[src/sifh_defines.svh]
`ifndef SIFH_DEFINES_SVH
`define SIFH_DEFINES_SVH

// TDC timestamp and histogram geometry
`define SIFH_TS_W   10
`define SIFH_BIN_W  6                   // upper timestamp bits select the bin
`define SIFH_BINS   64
`define SIFH_CNT_W  16                  // same as event target, a bin cannot overflow

// AXI4-Lite register port
`define SIFH_AXI_AW 4
`define SIFH_AXI_DW 32

// byte offsets
`define SIFH_REG_CTRL   4'h0            // bit 0 starts a run
`define SIFH_REG_EVENTS 4'h4
`define SIFH_REG_STATUS 4'h8            // bit 0 busy, bit 1 done
`define SIFH_REG_PEAK   4'hC

// PEAK field placement
`define SIFH_PEAK_BIN_LSB 16

`endif

[src/sifhPkg.sv]
`include "sifh_defines.svh"

package sifhPkg;

    typedef logic [`SIFH_BIN_W-1:0] binAddrT;   // histogram bin index
    typedef logic [`SIFH_CNT_W-1:0] binCountT;  // bin count or event count

    // sequencer phases
    typedef enum logic [2:0] {
        stIdle,
        stClear,
        stBuild,
        stDrain,
        stFind,
        stDone
    } ctrlStateT;

endpackage

[src/histRam.sv]
`timescale 1ns/1ps
`include "sifh_defines.svh"

module histRam (
    input  logic              clk,
    input  logic              wrEn,
    input  sifhPkg::binAddrT  wrAddr,
    input  sifhPkg::binCountT wrData,
    input  logic              rdEn,
    input  sifhPkg::binAddrT  rdAddr,
    output sifhPkg::binCountT rdData
);
    import sifhPkg::*;

    binCountT mem [`SIFH_BINS];          // one word per bin

    always_ff @(posedge clk) begin
        if (wrEn) begin
            mem[wrAddr] <= wrData;
        end
        if (rdEn) begin
            rdData <= mem[rdAddr];       // old data on an address collision
        end
    end

endmodule

[src/histBuilder.sv]
`timescale 1ns/1ps

module histBuilder (
    input  logic              clk,
    input  logic              res,
    input  logic              hitValid,
    input  sifhPkg::binAddrT  hitBin,
    output logic              bldRdEn,
    output sifhPkg::binAddrT  bldRdAddr,
    output logic              bldWrEn,
    output sifhPkg::binAddrT  bldWrAddr,
    output sifhPkg::binCountT bldWrData,
    input  sifhPkg::binCountT ramRdData
);
    import sifhPkg::*;

    logic     rdPend;       // a read is in flight, data returns this cycle
    binAddrT  rdBin;        // bin of that read
    logic     lastWrEn;     // write issued one cycle earlier
    binAddrT  lastWrAddr;
    binCountT lastWrData;
    binCountT curCount;     // freshest count of rdBin

    // stage 1 issues the read straight from the hit
    assign bldRdEn   = hitValid;
    assign bldRdAddr = hitBin;

    // The SRAM misses the two most recent writes when its data comes back:
    // the one being written now and the one committed on the last edge.
    // The newer one wins.
    always_comb begin
        if (bldWrEn && (bldWrAddr == rdBin)) begin
            curCount = bldWrData;
        end else if (lastWrEn && (lastWrAddr == rdBin)) begin
            curCount = lastWrData;
        end else begin
            curCount = ramRdData;
        end
    end

    always_ff @(posedge clk or negedge res) begin
        if (!res) begin
            rdPend   <= 1'b0;
            bldWrEn  <= 1'b0;
            lastWrEn <= 1'b0;
        end else begin
            rdPend   <= hitValid;
            bldWrEn  <= rdPend;         // stage 2 writes one cycle after data
            lastWrEn <= bldWrEn;
        end
    end

    always_ff @(posedge clk) begin
        rdBin      <= hitBin;
        bldWrAddr  <= rdBin;
        bldWrData  <= curCount + binCountT'(1);
        lastWrAddr <= bldWrAddr;
        lastWrData <= bldWrData;
    end

endmodule

[src/peakFinder.sv]
`timescale 1ns/1ps
`include "sifh_defines.svh"

module peakFinder (
    input  logic              clk,
    input  logic              res,
    input  logic              scanStart,
    output logic              pfRdEn,
    output sifhPkg::binAddrT  pfRdAddr,
    input  sifhPkg::binCountT ramRdData,
    output logic              scanDone,
    output sifhPkg::binAddrT  scanBin,
    output sifhPkg::binCountT scanCount
);
    import sifhPkg::*;

    logic    cmpValid;      // ramRdData holds the count of cmpBin
    binAddrT cmpBin;

    always_ff @(posedge clk or negedge res) begin
        if (!res) begin
            pfRdEn   <= 1'b0;
            pfRdAddr <= '0;
            cmpValid <= 1'b0;
            scanDone <= 1'b0;
        end else begin
            if (scanStart) begin
                pfRdEn   <= 1'b1;
                pfRdAddr <= '0;
            end else if (pfRdEn) begin
                pfRdAddr <= pfRdAddr + binAddrT'(1);
                if (pfRdAddr == binAddrT'(`SIFH_BINS - 1)) begin
                    pfRdEn <= 1'b0;     // last bin issued
                end
            end
            cmpValid <= pfRdEn;
            scanDone <= cmpValid && (cmpBin == binAddrT'(`SIFH_BINS - 1));
        end
    end

    // strictly larger replaces, so a tie keeps the lower bin
    always_ff @(posedge clk) begin
        cmpBin <= pfRdAddr;
        if (cmpValid && ((cmpBin == '0) || (ramRdData > scanCount))) begin
            scanBin   <= cmpBin;
            scanCount <= ramRdData;
        end
    end

endmodule

[src/sifhCtrl.sv]
`timescale 1ns/1ps
`include "sifh_defines.svh"

module sifhCtrl (
    input  logic                  clk,
    input  logic                  res,
    input  logic                  start,
    input  sifhPkg::binCountT     eventTarget,
    input  logic                  tsValid,
    input  logic [`SIFH_TS_W-1:0] tsData,
    output logic                  busy,
    output logic                  finish,
    output sifhPkg::binAddrT      peakBin,
    output sifhPkg::binCountT     peakCount,
    output logic                  tdcEn,
    output logic                  hitValid,
    output sifhPkg::binAddrT      hitBin,
    output logic                  scanStart,
    input  logic                  scanDone,
    input  sifhPkg::binAddrT      scanBin,
    input  sifhPkg::binCountT     scanCount,
    input  logic                  bldRdEn,
    input  sifhPkg::binAddrT      bldRdAddr,
    input  logic                  bldWrEn,
    input  sifhPkg::binAddrT      bldWrAddr,
    input  sifhPkg::binCountT     bldWrData,
    input  logic                  pfRdEn,
    input  sifhPkg::binAddrT      pfRdAddr,
    output logic                  ramWrEn,
    output sifhPkg::binAddrT      ramWrAddr,
    output sifhPkg::binCountT     ramWrData,
    output logic                  ramRdEn,
    output sifhPkg::binAddrT      ramRdAddr
);
    import sifhPkg::*;

    ctrlStateT state;
    ctrlStateT nextState;
    binAddrT   clrAddr;
    binCountT  evTarget;            // captured at start
    binCountT  evCount;             // accepted timestamps
    logic      drainCnt;
    logic      lastHit;

    assign busy      = (state != stIdle);
    assign finish    = (state == stDone);
    assign tdcEn     = (state == stBuild);
    assign hitValid  = tdcEn && tsValid;        // dropped outside the build phase
    assign hitBin    = tsData[`SIFH_TS_W-1 -: `SIFH_BIN_W];
    assign lastHit   = hitValid && (evCount == evTarget - binCountT'(1));
    assign scanStart = (state == stDrain) && drainCnt;

    always_comb begin
        nextState = state;
        case (state)
            stIdle:  nextState = start ? stClear : stIdle;
            stClear: begin
                if (clrAddr == binAddrT'(`SIFH_BINS - 1)) begin
                    nextState = (evTarget == '0) ? stDrain : stBuild;
                end
            end
            stBuild: nextState = lastHit ? stDrain : stBuild;
            stDrain: nextState = drainCnt ? stFind : stDrain;
            stFind:  nextState = scanDone ? stDone : stFind;
            default: nextState = stIdle;            // stDone lasts one cycle
        endcase
    end

    always_ff @(posedge clk or negedge res) begin
        if (!res) begin
            state    <= stIdle;
            clrAddr  <= '0;
            evTarget <= '0;
            evCount  <= '0;
            drainCnt <= 1'b0;
        end else begin
            state <= nextState;
            if ((state == stIdle) && start) begin
                evTarget <= eventTarget;
                evCount  <= '0;
            end else if (hitValid) begin
                evCount <= evCount + binCountT'(1);
            end
            if (state == stClear) begin
                clrAddr <= clrAddr + binAddrT'(1);  // wraps back to 0 after the last bin
            end
            drainCnt <= (state == stDrain) && !drainCnt;
        end
    end

    always_ff @(posedge clk) begin
        if (scanDone) begin
            peakBin   <= scanBin;
            peakCount <= scanCount;
        end
    end

    // SRAM ownership follows the phase
    always_comb begin
        ramWrEn   = 1'b0;
        ramWrAddr = bldWrAddr;
        ramWrData = bldWrData;
        ramRdEn   = 1'b0;
        ramRdAddr = bldRdAddr;
        case (state)
            stClear: begin
                ramWrEn   = 1'b1;
                ramWrAddr = clrAddr;
                ramWrData = '0;
            end
            stBuild, stDrain: begin
                ramWrEn = bldWrEn;
                ramRdEn = bldRdEn;
            end
            stFind: begin
                ramRdEn   = pfRdEn;
                ramRdAddr = pfRdAddr;
            end
            default: ;
        endcase
    end

    // the drain phase must cover the builder pipeline
    bldWrInPhase: assert property (@(posedge clk) disable iff (!res)
        bldWrEn |-> (state == stBuild || state == stDrain));

endmodule

[src/sifhRegs.sv]
`timescale 1ns/1ps
`include "sifh_defines.svh"

module sifhRegs (
    input  logic                       clk,
    input  logic                       res,
    input  logic [`SIFH_AXI_AW-1:0]    awaddr,
    input  logic                       awvalid,
    output logic                       awready,
    input  logic [`SIFH_AXI_DW-1:0]    wdata,
    input  logic [`SIFH_AXI_DW/8-1:0]  wstrb,
    input  logic                       wvalid,
    output logic                       wready,
    output logic [1:0]                 bresp,
    output logic                       bvalid,
    input  logic                       bready,
    input  logic [`SIFH_AXI_AW-1:0]    araddr,
    input  logic                       arvalid,
    output logic                       arready,
    output logic [`SIFH_AXI_DW-1:0]    rdata,
    output logic [1:0]                 rresp,
    output logic                       rvalid,
    input  logic                       rready,
    output logic                       start,
    output sifhPkg::binCountT          eventTarget,
    input  logic                       busy,
    input  logic                       finish,
    input  sifhPkg::binAddrT           peakBin,
    input  sifhPkg::binCountT          peakCount
);
    import sifhPkg::*;

    logic                    wrTake;        // address and data both waiting
    logic                    rdTake;
    logic                    wrFire;
    logic                    rdFire;
    logic                    done;          // sticky until next start
    binAddrT                 peakBinQ;
    binCountT                peakCountQ;
    logic [`SIFH_AXI_DW-1:0] rdMux;

    // one transaction at a time, writes win a tie
    assign wrTake = awvalid && wvalid && !awready && !bvalid && !arready && !rvalid;
    assign rdTake = arvalid && !arready && !rvalid && !awready && !bvalid && !wrTake;
    assign wrFire = awvalid && awready && wvalid && wready;
    assign rdFire = arvalid && arready;

    assign bresp = 2'b00;                   // OKAY
    assign rresp = 2'b00;

    always_ff @(posedge clk or negedge res) begin
        if (!res) begin
            awready <= 1'b0;
            wready  <= 1'b0;
            bvalid  <= 1'b0;
            arready <= 1'b0;
            rvalid  <= 1'b0;
        end else begin
            awready <= wrTake;
            wready  <= wrTake;
            arready <= rdTake;
            if (wrFire) begin
                bvalid <= 1'b1;
            end else if (bready) begin
                bvalid <= 1'b0;
            end
            if (rdFire) begin
                rvalid <= 1'b1;
            end else if (rready) begin
                rvalid <= 1'b0;
            end
        end
    end

    always_ff @(posedge clk or negedge res) begin
        if (!res) begin
            start       <= 1'b0;
            eventTarget <= '0;
            done        <= 1'b0;
            peakBinQ    <= '0;
            peakCountQ  <= '0;
        end else begin
            start <= wrFire && (awaddr == `SIFH_REG_CTRL) && wstrb[0] && wdata[0];
            if (wrFire && (awaddr == `SIFH_REG_EVENTS)) begin
                if (wstrb[0]) eventTarget[7:0]  <= wdata[7:0];
                if (wstrb[1]) eventTarget[15:8] <= wdata[15:8];
            end
            if (start) begin
                done <= 1'b0;
            end else if (finish) begin
                done <= 1'b1;
            end
            if (finish) begin
                peakBinQ   <= peakBin;
                peakCountQ <= peakCount;
            end
        end
    end

    always_comb begin
        rdMux = '0;                             // CTRL and holes read as zero
        case (araddr)
            `SIFH_REG_EVENTS: rdMux[`SIFH_CNT_W-1:0] = eventTarget;
            `SIFH_REG_STATUS: rdMux[1:0] = {done, busy};
            `SIFH_REG_PEAK: begin
                rdMux[`SIFH_CNT_W-1:0] = peakCountQ;
                rdMux[`SIFH_PEAK_BIN_LSB +: `SIFH_BIN_W] = peakBinQ;
            end
            default: ;
        endcase
    end

    always_ff @(posedge clk) begin
        if (rdFire) begin
            rdata <= rdMux;
        end
    end

    // a response only follows an accepted request, with no other response pending
    bRiseHasReq: assert property (@(posedge clk) disable iff (!res)
        $rose(bvalid) |-> $past(awvalid && awready && wvalid && wready) && !rvalid);
    rRiseHasReq: assert property (@(posedge clk) disable iff (!res)
        $rose(rvalid) |-> $past(arvalid && arready) && !bvalid);

endmodule

[src/sifhTop.sv]
`timescale 1ns/1ps
`include "sifh_defines.svh"

module sifhTop (
    input  logic                      clk,
    input  logic                      res,
    input  logic [`SIFH_AXI_AW-1:0]   awaddr,
    input  logic                      awvalid,
    output logic                      awready,
    input  logic [`SIFH_AXI_DW-1:0]   wdata,
    input  logic [`SIFH_AXI_DW/8-1:0] wstrb,
    input  logic                      wvalid,
    output logic                      wready,
    output logic [1:0]                bresp,
    output logic                      bvalid,
    input  logic                      bready,
    input  logic [`SIFH_AXI_AW-1:0]   araddr,
    input  logic                      arvalid,
    output logic                      arready,
    output logic [`SIFH_AXI_DW-1:0]   rdata,
    output logic [1:0]                rresp,
    output logic                      rvalid,
    input  logic                      rready,
    input  logic                      tsValid,
    input  logic [`SIFH_TS_W-1:0]     tsData,
    output logic                      tdcEn
);
    import sifhPkg::*;

    logic     start, busy, finish;          // register block to sequencer
    binCountT eventTarget, peakCount;
    binAddrT  peakBin;
    logic     hitValid, scanStart, scanDone;
    binAddrT  hitBin, scanBin;
    binCountT scanCount;
    logic     bldRdEn, bldWrEn, pfRdEn;     // port requests
    binAddrT  bldRdAddr, bldWrAddr, pfRdAddr;
    binCountT bldWrData;
    logic     ramWrEn, ramRdEn;             // muxed SRAM side
    binAddrT  ramWrAddr, ramRdAddr;
    binCountT ramWrData, ramRdData;

    sifhRegs    u_regs    (.*);
    sifhCtrl    u_ctrl    (.*);
    histBuilder u_builder (.*);
    peakFinder  u_finder  (.*);

    histRam u_ram (
        .clk    (clk),
        .wrEn   (ramWrEn),
        .wrAddr (ramWrAddr),
        .wrData (ramWrData),
        .rdEn   (ramRdEn),
        .rdAddr (ramRdAddr),
        .rdData (ramRdData)
    );

endmodule

[config.mk]
export PLATFORM = sky130hd
export DESIGN_NAME = sifhTop
export DESIGN_NICKNAME = d
export VERILOG_FILES = /design/src/sifhPkg.sv /design/src/histRam.sv /design/src/histBuilder.sv /design/src/peakFinder.sv /design/src/sifhCtrl.sv /design/src/sifhRegs.sv /design/src/sifhTop.sv
export VERILOG_INCLUDE_DIRS = /design/src /design/src/src
export SDC_FILE = /design/constraint.sdc
export NUM_CORES = 2
export LEC_CHECK = 0
export BUFFER_PORTS_ARGS = -buffer_cell sky130_fd_sc_hd__buf_2
export CORE_ASPECT_RATIO = 0.9
export CORE_MARGIN = 2
export CORE_UTILIZATION = 37
export CTS_CLUSTER_DIAMETER = 40
export DETAILED_ROUTE_END_ITERATION = 8
export GPL_ROUTABILITY_DRIVEN = 0
export GPL_TIMING_DRIVEN = 0
export PLACE_DENSITY_LB_ADDON = 0.05
export SYNTH_ARGS = -nofsm -noshare
export SYNTH_HDL_FRONTEND = slang
export SYNTH_HIERARCHICAL = 1
export SYNTH_SLANG_ARGS = --single-unit
[constraint.sdc]
create_clock -name clk -period 4.69 [get_ports clk]
set_input_delay 0.2345 -clock clk [delete_from_list [all_inputs] [get_ports clk]]
set_output_delay 0.2345 -clock clk [all_outputs]
set_load 0.1 [all_outputs]
==> metrics.yaml <==
r2r_end: "u_ram/mem[18][11]$_DFFE_PP_"
final_cells: 4954
dr.pass1.iters: 5
htreeDepth: 4
synth_edf_count: 1106
critPathKind: "flip-flop to flip-flop"
die_area_um2: 138000
grt_max_degree: 57
synth_seq_cells: 1260
syn_avg_cell_area_um2: 19.1
fp-row-count: 127
netlist_instances: 2611
path_clk_slew_ns: 0.05
initial_utilization: 0.374
grt_overflow: 0
cp-start-kind: "flip-flop"
place_area_um2: 54600
synth-async-reset-ratio: 0.0778
synth_top_area_frac: 0.665
ff2ff_path_depth: 9
r2r_slack_ns: 0.14
io_pins: 104
yosys_warnings: 6
end_kind: "flip-flop"
postRouteAntennaNets: 0
dp_cells: 4581
finalMaxSlewViolations: 0
multi_input_area_um2: 12400
grt_pass1_wl_mm: 204
fmax_mhz: 220
leakage_nw: 18.4
tightest_slew_ns: 1.10
seq_area_frac_synth: 0.737
viasPerCell: 5.38
slew_headroom: 0.264
numCtsBuffers: 176
layout.nets: 3077
die_h_um: 353
synthesis.area_um2: 49900
drt_iter0_drc: 2411
route.vias.total: 26652
ir_drop_mv: 0.269
hold_class: "input port to async pin"
synth_top_area_cell: "edfxtp_1"
wire_per_inst_um: 29.4
timing.final.crit_period_ns: 4.55
antenna_cells: 0
core_um2: 134000
grt_setup_unrepaired: "yes"
cts_sinks: 1260
drt-total-wl_mm: 145
max-clock-path-buffers: 3
portBuffers: 61
r2r-start: "u_ctrl/state[0]$_DFFE_PN0P_"
regArea_um2: 36800
design_area_um2: 61300
grt_usage: 0.212
yosysUniqueCellTypes: 90
fill_cells: 11365
fin_tns_setup_ns: 0
drc: 0
critPathRequiredTime_ns: 5.16
finalCritPeriodShare: 0.971
arrival_ns: 5.03
cts_tree: "built"
powerDensity_nw_per_um2: 435
setup_viol: 0
status: "finished clean"
grt_pass1_vias: 26783
yosys_most_used_dff: "edfxtp_1"
cap_violations: 0
syn2layout_area_growth_pct: 22.8
post-synth-top-count-cell: "edfxtp_1"
synth_common_cells: "edfxtp_1 (1106), mux4_2 (220), nor2_1 (116), dfrtp_1 (98), nand2_1 (95)"
dpl.hpwl_mm: 103
clock_latency_ns: 0.79
drive_above_1_share: 0.326
synth.area.top_cells: "edfxtp_1 (67%), mux4_2 (9.9%), dfrtp_1 (4.9%)"
die_width_um: 391
cts.root.buffer_cell: "clkbuf_16"
crit_fanout: 10
antenna_found_initial: 3
hold_violations: 0
fin_worst_skew_ns: 0.0255
-- worst max-delay path by stage --
stage / start / end / slack (ns) / cells past startpoint
2_1_floorplan: u_ctrl/state[0]$_DFFE_PN0P_ / u_ram/mem[48][0]$_DFFE_PP_ / 1.17 / 8
4_1_cts: u_ctrl/state[0]$_DFFE_PN0P_ / u_ram/rdData[1]$_DFFE_PP_ / 0.02 / 12
3_5_place_dp: u_ctrl/state[0]$_DFFE_PN0P_ / u_ram/mem[7][10]$_DFFE_PP_ / -0.33 / 8
6_report: u_ctrl/state[0]$_DFFE_PN0P_ / u_ram/mem[18][11]$_DFFE_PP_ / 0.14 / 9
3_3_place_gp: u_ctrl/state[0]$_DFFE_PN0P_ / u_ram/mem[6][11]$_DFFE_PP_ / -2.67 / 5
5_1_grt: u_ctrl/state[0]$_DFFE_PN0P_ / u_ram/rdData[4]$_DFFE_PP_ / -0.04 / 13
-- critical path, stage by stage (launching register included) --
cell and delay (ns):
dfrtp_1 0.31, clkbuf_1 0.30, nor3b_1 0.47, clkbuf_1 0.51, mux2_2 0.29, clkbuf_1 0.50, nor2b_1 0.29, nand2_1 0.57
nor2_2 0.75, buf_8 0.24
-- state kept, by name, summed over array words and instances, names as in the netlist, 3 cells and up --
name,flops
u_ram/rdData,16
u_ram/mem,1024
u_regs/peakCountQ,16
u_finder/scanBin,6
u_ctrl/peakCount,16
u_builder/bldWrData,16
u_regs/eventTarget,16
u_regs/peakBinQ,6
u_regs/rdata,22
u_builder/lastWrAddr,6
u_ctrl/state,3
u_finder/scanCount,16
u_finder/cmpBin,6
u_ctrl/evTarget,16
u_finder/pfRdAddr,6
u_builder/lastWrData,16
u_builder/bldWrAddr,6
u_ctrl/evCount,16
u_ctrl/clrAddr,6
u_ctrl/peakBin,6
u_builder/rdBin,6
-- repair_timing --
action / CTS / global route
pin swaps: 1 / 1
hold buffers: 36 / 0
endpoints found under the setup margin: 171 / 40
endpoints found under the hold margin: 128 / 0
buffers inserted: 3 / 2
gates resized for setup: 15 / 13
-- where the power goes --
part | internal (W) | total, W | switching (W)
Clock | 0.00861 | 0.0138 | 0.00518
Sequential | 0.0121 | 0.0121 | 0.0000217
Combinational | 0.000255 | 0.000805 | 0.000549
-- cell families after synthesis --
kind of cell    count (synthesis)  synth area share
compound gates                212            0.0311
xor+xnor                       67            0.0118
flops                        1260             0.737
simple gates                  455            0.0493
other cells                     1         0.0000751
fa+ha+maj                      21           0.00526
mux                           410             0.142
buf+inv                       185            0.0242
-- final cells by class --
type	count	share of cell area
Sequential cell	1260	0.600
Multi-Input combinational cell	1179	0.202
Clock buffer	197	0.0757
Timing Repair Buffer	192	0.0401
Tap cell	1806	0.0368
Clock inverter	135	0.0256
Buffer	161	0.0184
Inverter	24	0.00147
-- stage by stage --
stage / total power (W) / util / setup slack, ns / hold WS, ns
finish: 0.0267 / 0.459 / 0.136 / 0.0552
global route: 0.0275 / 0.459 / -0.0383 / 0.0384
CTS: 0.0270 / 0.458 / 0.0180 / 0.0131
detailed placement: 0.0131 / 0.408 / -0.333 / 0.295
global placement: 0.0131 / 0.393 / -2.67 / 0.337
floorplan: 0.0128 / - / 1.17 / -0.0611
-- metal layers --
layer | part of all wire | global-route usage
met4 | 0.028 | 0.0653
met1 | 0.47 | 0.316
met3 | 0.062 | 0.0417
met5 | 0 | 0
met2 | 0.44 | 0.313
-- cells in the final DEF, fill, tap and decap left out, drive strengths merged, types with 23 or more instances in the layout --
cell type    count
dlygate4sd3     36
o21ai           27
xor2            28
dfxtp           56
xnor2           39
nand2           96
a31oi           23
bufinv          25
nor2b           51
mux4           224
buf            277
clkbuf         237
a22oi           41
a21oi           29
nand3           53
dfrtp           98
nor2           120
mux2            95
clkinv          60
inv             55
edfxtp        1106
mux2i           91
nand4           36
No activity file was read; power rests on OpenSTA's default activity.
